$ cat src/spike_pkg.sv
`default_nettype none

// Spike flit layout, most significant field first:
//   dx             signed hop offset, COORD_W bits
//   dy             signed hop offset, COORD_W bits
//   axon_id        target axon on the destination core
//   delivery_tick  tick slot for the scheduler
//   debug          carried through untouched
// The last three fields form the payload in the low bits of a flit.
// The payload is also the whole word handed to the local core.
package spike_pkg;

    // Payload field widths
    localparam int AXON_W = 8;
    localparam int TICK_W = 4;
    localparam int DEBUG_W = 2;

    // Payload width, also the local delivery word
    localparam int DELIVERY_W = AXON_W + TICK_W + DEBUG_W;

    // Word to the local scheduler: {axon_id, delivery_tick, debug}
    typedef logic [DELIVERY_W-1:0] delivery_t;

endpackage

`default_nettype wire

$ cat src/route_pkg.sv
`default_nettype none

// Routing decisions and output port indices share one encoding
package route_pkg;

    // Mesh ports follow DIR_LOCAL in this order
    typedef enum logic [2:0] {
        DIR_LOCAL = 3'd0,
        DIR_NORTH = 3'd1,
        DIR_SOUTH = 3'd2,
        DIR_EAST  = 3'd3,
        DIR_WEST  = 3'd4
    } port_dir_e;

    // One output register per direction
    localparam int NUM_OUT_PORTS = 5;

endpackage

`default_nettype wire

$ cat src/input_port.sv
`default_nettype none

// One-entry input buffer with X-first route decode.
// The buffered flit is offered to the switch already rewritten
// for the next hop.
module input_port #(
    parameter int COORD_W = 9,
    localparam int FLIT_W = 2 * COORD_W + spike_pkg::DELIVERY_W
) (
    input  logic                 clk,
    input  logic                 rst,

    // Upstream side
    input  logic [FLIT_W-1:0]    in_data,
    input  logic                 in_valid,
    output logic                 in_ready,

    // Request to the output switch
    output logic                 req_valid,
    output route_pkg::port_dir_e req_dir,
    output logic [FLIT_W-1:0]    req_flit,
    input  logic                 grant
);

    // Field positions inside a flit
    localparam int DY_LSB = spike_pkg::DELIVERY_W;
    localparam int DX_LSB = DY_LSB + COORD_W;

    localparam logic signed [COORD_W-1:0] STEP = COORD_W'(1);

    logic [FLIT_W-1:0]                flit_q;
    logic                             flit_vld;
    logic                             take;
    logic signed [COORD_W-1:0]        dx;
    logic signed [COORD_W-1:0]        dy;
    logic signed [COORD_W-1:0]        next_dx;
    logic signed [COORD_W-1:0]        next_dy;
    logic [spike_pkg::DELIVERY_W-1:0] payload;

    // Entry frees up on the same edge it is granted
    assign in_ready = !flit_vld || grant;
    assign take = in_valid && in_ready;

    always_ff @(posedge clk or posedge rst) begin
        if (rst) begin
            flit_vld <= 1'b0;
        end else if (take) begin
            flit_vld <= 1'b1;
        end else if (grant) begin
            flit_vld <= 1'b0;
        end
    end

    always_ff @(posedge clk) begin
        if (take) begin
            flit_q <= in_data;
        end
    end

    assign dx = flit_q[DX_LSB +: COORD_W];
    assign dy = flit_q[DY_LSB +: COORD_W];
    assign payload = flit_q[spike_pkg::DELIVERY_W-1:0];

    // X first, then Y, then deliver
    always_comb begin
        next_dx = dx;
        next_dy = dy;
        if (dx > 0) begin
            req_dir = route_pkg::DIR_EAST;
            next_dx = dx - STEP;
        end else if (dx < 0) begin
            req_dir = route_pkg::DIR_WEST;
            next_dx = dx + STEP;
        end else if (dy > 0) begin
            req_dir = route_pkg::DIR_NORTH;
            next_dx = '0;
            next_dy = dy - STEP;
        end else if (dy < 0) begin
            req_dir = route_pkg::DIR_SOUTH;
            next_dx = '0;
            next_dy = dy + STEP;
        end else begin
            // Arrived, flit goes out unchanged
            req_dir = route_pkg::DIR_LOCAL;
        end
    end

    assign req_valid = flit_vld;
    assign req_flit = {next_dx, next_dy, payload};

endmodule

`default_nettype wire

$ cat src/output_switch.sv
`default_nettype none

// Per-port allocator and output registers.
// Each output port arbitrates on its own, so requests for different
// ports go through in the same cycle. The local input wins a tie.
module output_switch #(
    parameter int COORD_W = 9,
    localparam int FLIT_W = 2 * COORD_W + spike_pkg::DELIVERY_W
) (
    input  logic                 clk,
    input  logic                 rst,

    // Request from the local input port
    input  logic                 loc_req_valid,
    input  route_pkg::port_dir_e loc_req_dir,
    input  logic [FLIT_W-1:0]    loc_req_flit,

    // Request from the link input port
    input  logic                 lnk_req_valid,
    input  route_pkg::port_dir_e lnk_req_dir,
    input  logic [FLIT_W-1:0]    lnk_req_flit,

    output logic                 loc_grant,
    output logic                 lnk_grant,

    // Delivery to the local core
    output spike_pkg::delivery_t local_out_data,
    output logic                 local_out_valid,
    input  logic                 local_out_ready,

    // Mesh outputs
    output logic [FLIT_W-1:0]    north_out_data,
    output logic                 north_out_valid,
    input  logic                 north_out_ready,

    output logic [FLIT_W-1:0]    south_out_data,
    output logic                 south_out_valid,
    input  logic                 south_out_ready,

    output logic [FLIT_W-1:0]    east_out_data,
    output logic                 east_out_valid,
    input  logic                 east_out_ready,

    output logic [FLIT_W-1:0]    west_out_data,
    output logic                 west_out_valid,
    input  logic                 west_out_ready
);

    localparam int NPORT = route_pkg::NUM_OUT_PORTS;
    // Mesh ports sit above DIR_LOCAL in the encoding
    localparam int FIRST_MESH = int'(route_pkg::DIR_NORTH);

    logic [NPORT-1:0]     out_ready;
    logic [NPORT-1:0]     vld_q;
    logic [NPORT-1:0]     port_free;
    logic [NPORT-1:0]     loc_hit;
    logic [NPORT-1:0]     lnk_hit;
    logic [NPORT-1:0]     loc_take;
    logic [NPORT-1:0]     lnk_take;
    logic [NPORT-1:0]     load;
    logic [FLIT_W-1:0]    win_flit [NPORT];
    logic [FLIT_W-1:0]    mesh_q [FIRST_MESH:NPORT-1];
    spike_pkg::delivery_t local_q;

    assign out_ready[route_pkg::DIR_LOCAL] = local_out_ready;
    assign out_ready[route_pkg::DIR_NORTH] = north_out_ready;
    assign out_ready[route_pkg::DIR_SOUTH] = south_out_ready;
    assign out_ready[route_pkg::DIR_EAST]  = east_out_ready;
    assign out_ready[route_pkg::DIR_WEST]  = west_out_ready;

    always_comb begin
        for (int p = 0; p < NPORT; p++) begin
            // Free if empty or draining on this edge
            port_free[p] = !vld_q[p] || out_ready[p];
            loc_hit[p] = loc_req_valid && (loc_req_dir == route_pkg::port_dir_e'(p));
            lnk_hit[p] = lnk_req_valid && (lnk_req_dir == route_pkg::port_dir_e'(p));
            loc_take[p] = loc_hit[p] && port_free[p];
            // Link only gets a port the local input is not asking for
            lnk_take[p] = lnk_hit[p] && port_free[p] && !loc_hit[p];
            load[p] = loc_take[p] || lnk_take[p];
            win_flit[p] = loc_hit[p] ? loc_req_flit : lnk_req_flit;
        end
    end

    // Each input asks for one port at most
    assign loc_grant = |loc_take;
    assign lnk_grant = |lnk_take;

    always_ff @(posedge clk or posedge rst) begin
        if (rst) begin
            vld_q <= '0;
        end else begin
            for (int p = 0; p < NPORT; p++) begin
                if (load[p]) begin
                    vld_q[p] <= 1'b1;
                end else if (out_ready[p]) begin
                    vld_q[p] <= 1'b0;
                end
            end
        end
    end

    always_ff @(posedge clk) begin
        // Local core only sees the payload bits
        if (load[route_pkg::DIR_LOCAL]) begin
            local_q <= win_flit[route_pkg::DIR_LOCAL][spike_pkg::DELIVERY_W-1:0];
        end
        for (int p = FIRST_MESH; p < NPORT; p++) begin
            if (load[p]) begin
                mesh_q[p] <= win_flit[p];
            end
        end
    end

    assign local_out_data  = local_q;
    assign local_out_valid = vld_q[route_pkg::DIR_LOCAL];

    assign north_out_data  = mesh_q[route_pkg::DIR_NORTH];
    assign north_out_valid = vld_q[route_pkg::DIR_NORTH];

    assign south_out_data  = mesh_q[route_pkg::DIR_SOUTH];
    assign south_out_valid = vld_q[route_pkg::DIR_SOUTH];

    assign east_out_data   = mesh_q[route_pkg::DIR_EAST];
    assign east_out_valid  = vld_q[route_pkg::DIR_EAST];

    assign west_out_data   = mesh_q[route_pkg::DIR_WEST];
    assign west_out_valid  = vld_q[route_pkg::DIR_WEST];

endmodule

`default_nettype wire

$ cat src/spike_router.sv
`default_nettype none

// Single mesh node router.
// Local core and one link feed two input buffers. Both share the
// five output registers through the switch.
module spike_router #(
    parameter int COORD_W = 9,
    localparam int FLIT_W = 2 * COORD_W + spike_pkg::DELIVERY_W
) (
    input  logic                 clk,
    input  logic                 rst,

    // Injection from the local core
    input  logic [FLIT_W-1:0]    local_in_data,
    input  logic                 local_in_valid,
    output logic                 local_in_ready,

    // Mesh link input
    input  logic [FLIT_W-1:0]    link_in_data,
    input  logic                 link_in_valid,
    output logic                 link_in_ready,

    // Delivery to the local scheduler
    output spike_pkg::delivery_t local_out_data,
    output logic                 local_out_valid,
    input  logic                 local_out_ready,

    output logic [FLIT_W-1:0]    north_out_data,
    output logic                 north_out_valid,
    input  logic                 north_out_ready,

    output logic [FLIT_W-1:0]    south_out_data,
    output logic                 south_out_valid,
    input  logic                 south_out_ready,

    output logic [FLIT_W-1:0]    east_out_data,
    output logic                 east_out_valid,
    input  logic                 east_out_ready,

    output logic [FLIT_W-1:0]    west_out_data,
    output logic                 west_out_valid,
    input  logic                 west_out_ready
);

    logic                 loc_req_valid;
    route_pkg::port_dir_e loc_req_dir;
    logic [FLIT_W-1:0]    loc_req_flit;
    logic                 loc_grant;

    logic                 lnk_req_valid;
    route_pkg::port_dir_e lnk_req_dir;
    logic [FLIT_W-1:0]    lnk_req_flit;
    logic                 lnk_grant;

    input_port #(.COORD_W(COORD_W)) u_local_port (
        .clk       (clk),
        .rst       (rst),
        .in_data   (local_in_data),
        .in_valid  (local_in_valid),
        .in_ready  (local_in_ready),
        .req_valid (loc_req_valid),
        .req_dir   (loc_req_dir),
        .req_flit  (loc_req_flit),
        .grant     (loc_grant)
    );

    input_port #(.COORD_W(COORD_W)) u_link_port (
        .clk       (clk),
        .rst       (rst),
        .in_data   (link_in_data),
        .in_valid  (link_in_valid),
        .in_ready  (link_in_ready),
        .req_valid (lnk_req_valid),
        .req_dir   (lnk_req_dir),
        .req_flit  (lnk_req_flit),
        .grant     (lnk_grant)
    );

    output_switch #(.COORD_W(COORD_W)) u_switch (
        .clk             (clk),
        .rst             (rst),
        .loc_req_valid   (loc_req_valid),
        .loc_req_dir     (loc_req_dir),
        .loc_req_flit    (loc_req_flit),
        .lnk_req_valid   (lnk_req_valid),
        .lnk_req_dir     (lnk_req_dir),
        .lnk_req_flit    (lnk_req_flit),
        .loc_grant       (loc_grant),
        .lnk_grant       (lnk_grant),
        .local_out_data  (local_out_data),
        .local_out_valid (local_out_valid),
        .local_out_ready (local_out_ready),
        .north_out_data  (north_out_data),
        .north_out_valid (north_out_valid),
        .north_out_ready (north_out_ready),
        .south_out_data  (south_out_data),
        .south_out_valid (south_out_valid),
        .south_out_ready (south_out_ready),
        .east_out_data   (east_out_data),
        .east_out_valid  (east_out_valid),
        .east_out_ready  (east_out_ready),
        .west_out_data   (west_out_data),
        .west_out_valid  (west_out_valid),
        .west_out_ready  (west_out_ready)
    );

endmodule

`default_nettype wire

$ cat config.mk
export PLATFORM = sky130hd
export DESIGN_NAME = spike_router
export DESIGN_NICKNAME = d
export VERILOG_FILES = /design/src/spike_pkg.sv /design/src/route_pkg.sv /design/src/input_port.sv /design/src/output_switch.sv /design/src/spike_router.sv
export SDC_FILE = /design/constraint.sdc
export NUM_CORES = 1
export LEC_CHECK = 0
export BUFFER_PORTS_ARGS = -buffer_cell sky130_fd_sc_hd__buf_4
export CAP_MARGIN = 25
export CELL_PAD_IN_SITES_DETAIL_PLACEMENT = 1
export CELL_PAD_IN_SITES_GLOBAL_PLACEMENT = 2
export CORE_MARGIN = 8
export CORE_UTILIZATION = 36
export CTS_BUF_LIST = sky130_fd_sc_hd__clkbuf_16
export CTS_CLUSTER_DIAMETER = 80
export DETAILED_ROUTE_END_ITERATION = 8
export GPL_TIMING_DRIVEN = 0
export PLACE_DENSITY_LB_ADDON = 0.1
export SYNTH_ARGS = -nofsm -noshare
export SYNTH_HDL_FRONTEND = slang
export SYNTH_SLANG_ARGS = --single-unit
$ cat constraint.sdc
create_clock -name clk -period 6.35 [get_ports clk]
set_clock_uncertainty 0.2 [all_clocks]
set_input_delay 1.27 -clock clk [delete_from_list [all_inputs] [get_ports clk]]
set_output_delay 1.27 -clock clk [all_outputs]
set_load 0.01 [all_outputs]
==> metrics.md, run 1 <==
| Metric | Value |
|---|---|
| Worst Path Max Fanout | 8 |
| CORE AREA | 26700 um2 |
| Grt total ovfl | 0 |
| Routed wire length | just over 30 mm |
| Final core utilization | a little under half |
| Cts bufs inserted | 24 |
| FF/Latch Area | 6360 um2 |
| Post-synthesis mux area share | roughly 7.7% |
| Clock Sinks | 213 |
| Sequential element share of the synthesized area | around two thirds |
| Post-CTS Hold Buffers | 0 |
| # diodes | 0 |
| Post-synth net total | approximately 830 |
| Gpl congestion | about 0.81 |
| CP arrival | 3.71 ns |
| Synth Flop Type | edfxtp_1 |
| Required @ worst endpoint | 4.88 ns |
| Most frequent cells in the layout | 223 x buf_4, 206 x edfxtp_1, 157 x nand2_1 |
| Number of global-route vias before repair | about 7300 |
| Worst-margin pin slew | between 0.8 and 0.9 ns |
| Final Max Tran Viols | 0 |
| Clk buf depth | 3 |
| Layout cells sized above 1 | 31.7% |
| Chip width | around 180 um |
| LEAKAGE | ~5.0 nW |
| Ys async rst share | under 10% |
| Synth Instances | 751 |
| Total number of yosys warnings | 0 |
| Unrepaired setup endpoints after global routing | false |
| Max_slew headroom | between 40% and 50% |
| Setup Viol. Count Final | 0 |
| CTS tree | built |
| Resize count post-CTS | 0 |
| Synth Area in XOR/XNOR | 2.45% |
| Power per Cell Area | 282 nW/um2 |
| Initial antenna violation count | 0 |
| Rows | 60 |
| Vias per cell | between 5 and 6 |
| DRC | 0 |
| Top Ports | 222 |
| Max_cap viols | 0 |
| Largest net degree at the start of global routing | 24 |
| Simple-Gate Fraction of Synth Area | roughly 15% |
| Number of routed nets with antenna violations | 0 |
| Synth Area in Compound Gates | 5.50% |
| Status | complete, no violations |
| Initial Util | between 30 and 40% |
| Mapped Avg Cell Area | approximately 13 um2 |
| H-tree Lvls | 1 |
| Vias | around 7000 |
| Hold Fails Final Rpt | 0 |
| Fin crit period | 5.18 ns |
| Iteration-0 DRC count of the detailed router | 374 |
| FILL cells | 2800 |
| Crit path kind | flop to primary output |
| Mapped cell area | 9640 um2 |
| Area of the multi-input gates | roughly 3100 um2 |
| Main combinational cell family by area after synthesis | simple AND/OR/NAND/NOR gates |
| Die Span Y | 180 um |
| CTS clk-pin slew, worst paths | 0.06 ns |
| Flops & latches, synth | between 200 and 250 |
| Post-CTS Setup Bufs | 0 |
| Synth unique cells | 67 |
| Global-route usage over all layers | 18.3% |
| Drt wl/cell | 22.2 um |
| Area share of fa/ha/maj cells after synthesis | 1.04% |
| Port-buffer cells | 221 |
| Hold_ws | 0.360 ns |
| Root Buffer Master | clkbuf_16 |
| Worst Setup End Kind | primary output |
| Fmax | 193 MHz |
| VDD IR-drop max | ~0.00018 V |
| Die area | 32300 um2 |
| Later-pin clock latency in the skew report | about 0.50 ns |
| Area growth from synthesis to layout | 31.5% |
| Nets@finish | 1089 |
| CP startpoint kind | flop |
| Min-delay worst type | flop to flop |
| First-pass GRT wire length | 45.8 mm |
| Post-synth EDFFs | around 200 |
| Post-route clock period utilization | 81.6% |
| Most common cell after layout, fill and taps aside | buf_4 |
| DRT Pass-1 Iters | 4 |
| DP HPWL | 22.6 mm |
-- per-layer routing --
layer / track usage, % / routed length (um) / up-vias
met5: 0 / 0 / -
met4: 3.07 / 342 / 0
met3: 3.29 / 1460 / 26
met2: 31.3 / 14700 / 182
met1: 24.2 / 13700 / 3360
li1: - / - / 3264
-- power by group --
part | internal, W | leakage, nW | switching (W)
Clock | 0.000741 | 0.371 | 0.000528
Sequential | 0.00169 | 2.01 | 0.0000707
Combinational | 0.000226 | 2.58 | 0.000309
Total | 0.00266 | 4.96 | 0.000908
-- flip-flops by register name, indices dropped and copies added (netlist names) --
| name | count |
|---|---|
| u_switch.mesh_q | 128 |
| u_link_port.flit_q | 32 |
| u_local_port.flit_q | 32 |
| u_switch.local_out_data | 14 |
| u_switch.vld_q | 5 |
| u_link_port.req_valid | 1 |
| u_local_port.req_valid | 1 |
-- per-stage QoR --
step                total power, W  area (um2)  TNS [ns]  std cells  setup slack [ns]
floorplan                  0.00204        9640         0        751             0.985
global placement           0.00232       11700   -110.13       1313             -1.33
detailed placement         0.00234       12000         0       1322              1.66
CTS                        0.00363       12700         0       1362              1.09
global route               0.00372       12700         0       1363             0.891
finish                     0.00357       12700         0       1363              1.17
-- worst max-delay path, stage by stage (launching register included) --
cell	delay, ns
edfxtp_1	0.50
inv_1	0.10
ha_1	0.19
or4b_1	0.43
buf_2	0.19
nor3_2	0.51
and4_1	0.28
clkbuf_1	0.40
o32a_1	0.36
nand2_1	0.09
buf_4	0.15
-- cell families after synthesis --
family | after synthesis
buffers and inverters | 55
adders and majority gates | 8
xor gates and xnor gates | 27
and+or+nand+nor | 303
DFF | 213
AOI/OAI and AO/OA | 79
muxes | 66
-- synthesized netlist by cell type, types with 4 or more instances --
master	instances	area, um2
ha_1	8	100
edfxtp_1	206	6190
mux2_2	18	203
buf_6	5	56.3
buf_2	7	35.0
xor2_1	14	123
nand4_1	6	37.5
or2_2	5	31.3
nor2_1	38	143
clkbuf_1	24	90.1
nor4_1	5	31.3
nand2_1	157	589
a31oi_1	4	25.0
inv_1	16	60.1
and3_1	4	25.0
or3_1	9	56.3
mux2i_1	37	370
nand3_1	22	110
nand2b_1	8	50.1
mux2_4	11	165
nor2b_1	8	50.1
a22oi_1	4	30.0
nor3_1	22	110
o21ai_0	29	145
dfrtp_1	7	175
xnor2_1	13	114
a21oi_1	10	50.1
-- path summary, 6_finish.rpt --
kind | cells past startpoint | slack, ns | end | from
worst min register to register | 2 | 0.36 | u_switch.vld_q[1] | u_switch.vld_q[1]
worst max register to register | 9 | 2.31 | u_link_port.flit_q[9] | u_link_port.flit_q[23]
worst max-delay path | 10 | 1.17 | link_in_ready | u_local_port.flit_q[23]
min in group asynchronous | 2 | 0.50 | u_switch.vld_q[4] | rst
max in group asynchronous | 2 | 5.24 | u_local_port.req_valid | rst
worst min-delay path | 2 | 0.36 | u_switch.vld_q[1] | u_switch.vld_q[1]
-- cell type report --
type | instances | share of cell area, %
repair buffers | 231 | 14.5
flip-flops and latches | 213 | 50.2
well taps | 341 | 3.37
clock buffers | 25 | 4.94
multi-input cells | 483 | 24.3
inverters | 16 | 0.474
clock inverters | 15 | 0.671
plain buffers | 39 | 1.55
(Power assumes the default switching activity.)
==> inputs of run 2 (changes only) <==
- ABC_AREA: unset -> 1
- CORE_UTILIZATION: 36 -> 34
- clock period: 6.35 -> 5.2 ns (I/O delays scaled with it)
==> run 2 against run 1 <==
Final area up 3.2%. Hold slack worse by 0.080 ns. Sequential power up 47%. Combinational power rose to 3.7 times the previous value. Non-clock buffer count down 6. Clock power up 36%. Die area up 8.3%. Register-to-register slack worse by 0.23 ns. Largest cell class unchanged.
==> metrics.md, run 2 <==
| Metric | Value |
|---|---|
| Total number of yosys warnings | 0 (unchanged) |
| Mapped Avg Cell Area | 10.5 um2 (-18%) |
| CORE AREA | 28700 um2 (+7.7%) |
| Post-route cell area | 13100 um2 (+3.2%) |
| Worst Setup End Kind | primary output |
| Unrepaired setup endpoints after global routing | false |
| Post-synth net total | 1023 (+23%) |
| Grt total ovfl | 0 (unchanged) |
| DP HPWL | 26.3 mm (+16%) |
| CTS clk-pin slew, worst paths | 0.06 ns (about the same) |
| Most common cell after layout, fill and taps aside | nand2_1 |
| Most frequent cells in the layout | 241 x nand2_1, 227 x buf_4, 206 x edfxtp_1 |
| Fmax | roughly 260 MHz |
| Synth unique cells | 43 (-36%) |
| Post-synth top cells | 244 x nand2_1, 206 x edfxtp_1, 100 x o21ai_0 |
| Critical path's largest stage delay | 0.44 ns (-0.07 ns) |
| Cts bufs inserted | 25 (+4.2%) |
| Post-synth top area cell | edfxtp_1 |
| CP arrival | 2.59 ns (-1.12 ns) |
| Power per Cell Area | 483 nW/um2 (+72%) |
| Placement Setup Slack | 1.74 ns (+0.0740 ns) |
| Worst-margin pin slew | 0.819 ns (-0.0539 ns) |
| Initial Util | 34.6% (-1.6 points) |
| Placed cell count | 1554 (+18%) |
| Iteration-0 DRC count of the detailed router | 450 (+20%) |
| Area growth from synthesis to layout | 31.6% |
| Gpl congestion | 0.831 (+2.2%) |
| Resize count post-CTS | 0 (unchanged) |
| Setup Viol. Count Final | 0 (unchanged) |
| Final Max Tran Viols | 0 (unchanged) |
| Placed inst area | 12300 um2 (+2.5%) |
| Post-synth EDFFs | 206 (unchanged) |
| Die Span Y | 187 um (+4.0%) |
| Initial antenna violation count | 2 (+2) |
| Slowest cell on crit path | edfxtp_1 |
| Fin cells | 1601 (+17%) |
| Final core utilization | 45.5% (-2.0 points) |
| Post-CTS Setup Bufs | 0 (unchanged) |
| Min-delay worst type | input port to async pin |
| Global-route usage over all layers | 19.8% (+1.5 points) |
| Crit path kind | flop to primary output |
| Rows | 62 (+3.3%) |
| CTS tree | built |
| VDD IR-drop max | 0.000276 V (+49%) |
| Synth Instances | 942 (+25%) |
| Post-route clock period utilization | between 70 and 80% |
| Worst Path Max Fanout | 7 (-1) |
| Largest Register | u_switch.mesh_q |
| Chip width | 187 um (+4.0%) |
| Vias per cell | 4.91 (-2.1%) |
| Top Ports | 222 (unchanged) |
| Number of global-route vias before repair | 8343 (+14%) |
| Clk buf depth | 3 (unchanged) |
| Share of the synthesized area in the top cell type | 62.3% (-1.9 points) |
| Most frequent cell after synthesis | nand2_1 |
| Max_slew headroom | 45.2% (+3.4 points) |
| Largest net degree at the start of global routing | 24 (unchanged) |
| Port-buffer cells | 221 (unchanged) |
| DRC | 0 (unchanged) |
| Drt wl/cell | 22.2 um (about the same) |
| Flops & latches, synth | 213 (unchanged) |
| Clock Sinks | 213 (unchanged) |
| LEAKAGE | 5.59 nW (+13%) |
| Largest regs | u_switch.mesh_q: 128 flops, u_link_port.flit_q: 32 flops, u_local_port.flit_q: 32 flops |
| Number of routed nets with antenna violations | 0 (unchanged) |
| Root Buffer Master | clkbuf_16 |
| Top cells by area, synth | edfxtp_1 62%, nand2_1 9.2%, o21ai_0 5.0% |
| Post-CTS Hold Buffers | 0 (unchanged) |
| Sequential element share of the synthesized area | 64.1% (-1.9 points) |
| Cell Chain, Critical Path | inv_1 > ha_1 > nand3_4 > nor2_4 > nor2_4 > nand2_2 > nand3_1 > nand3_1 > inv_1 > nand2_2 > buf_4 |
| Worst setup margin | 1.37 ns (+0.197 ns) |
| Max_cap viols | 0 (unchanged) |
| Later-pin clock latency in the skew report | 0.54 ns (+0.04 ns) |
| Routed wire length | 35.5 mm (+17%) |
| H-tree Lvls | 1 (unchanged) |
| Synth Flop Type | edfxtp_1 |
| Ys async rst share | 3.29% (unchanged) |
| Number of flip-flops in the largest register | 128 (unchanged) |
| First-pass GRT wire length | 52.9 mm (+15%) |
| Mapped cell area | 9930 um2 (+3.0%) |
| DRT Pass-1 Iters | 4 (unchanged) |
| CP startpoint kind | flop |
| Status | complete, no violations |
| Vias | 7859 (+15%) |
| Hold_ws | 0.280 ns (-0.0799 ns) |
| Layout cells sized above 1 | 28.4% (-3.3 points) |
| Die area | 34900 um2 (+8.3%) |
| Fin crit period | 3.83 ns |
| Nets@finish | 1278 (+17%) |
| Hold Fails Final Rpt | 0 (unchanged) |
| Required @ worst endpoint | 3.96 ns (-0.92 ns) |
[run 2: cell types whose count changed in the layout (fill, tap and decap cells not counted), sizes merged, moves of 16 or more]
cell,before,now
o21ai,30,114
inv,22,97
mux2,29,0
nor3,23,7
clkbuf,50,34
mux2i,37,0
nand3,22,81
nor2,38,72
nand2,157,254
[run 2: layer usage]
metal | GRT usage, % | vias up | part of all wire (%)
met5 | 0 | - | 0
met4 | 5.50 | 0 | 2.3
met3 | 3.43 | 43 | 4.5
met2 | 33.7 | 208 | 48
met1 | 25.6 | 3876 | 45
li1 | - | 3732 | -
[run 2: cells by family (layout without fill, tap and decap cells)]
family,count (synthesis),in the layout,share of synthesized area (%)
simple gates,444,444,20.5
flops,213,213,64.1
compound gates,136,136,7.42
buf+inv,126,398,5.71
xor+xnor,15,15,1.32
fa+ha+maj,8,8,1.01
other cells,0,3,0
[run 2: final cells by class]
class	instances	area (um2)
inverters	90	338
clock buffers	25	626
fillers	3230	15600
plain buffers	36	229
flip-flops and latches	213	6360
multi-input cells	603	3030
clock inverters	19	183
diodes	3	7.51
repair buffers	228	1810
well taps	384	480
[run 2: critical path: cells and delay by family, from the launching register on]
| kind | cells | cell delay [ns] |
|---|---|---|
| AND/OR/NAND/NOR | 7 | 0.95 |
| flip-flops | 1 | 0.44 |
| buffers and inverters | 3 | 0.39 |
| adder cells (fa/ha/maj) | 1 | 0.26 |
[run 2: stage by stage]
| stage | total power [W] | setup TNS, ns |
|---|---|---|
| floorplan | 0.00360 | 0 |
| global placement | 0.00456 | -57.88 |
| detailed placement | 0.00465 | 0 |
| CTS | 0.00641 | 0 |
| global route | 0.00664 | 0 |
| finish | 0.00632 | 0 |
[run 2: worst paths after layout]
path	slack, ns	from	cells past startpoint	to
setup / recovery	1.37	u_local_port.flit_q[23]	11	link_in_ready
hold / removal	0.28	rst	2	u_switch.vld_q[3]
setup reg to reg	2.08	u_local_port.flit_q[23]	13	u_local_port.flit_q[18]
hold reg to reg	0.43	u_local_port.flit_q[0]	2	u_switch.local_out_data[0]
max in group asynchronous	4.23	rst	2	u_local_port.req_valid
min in group clk	0.43	u_local_port.flit_q[0]	2	u_switch.local_out_data[0]
[run 2: power breakdown]
group          internal, W  switching (W)  leakage [nW]
sequential         0.00243       0.000182          2.01
clock              0.00103       0.000709         0.410
combinational     0.000701        0.00127          3.17
total              0.00416        0.00216          5.59
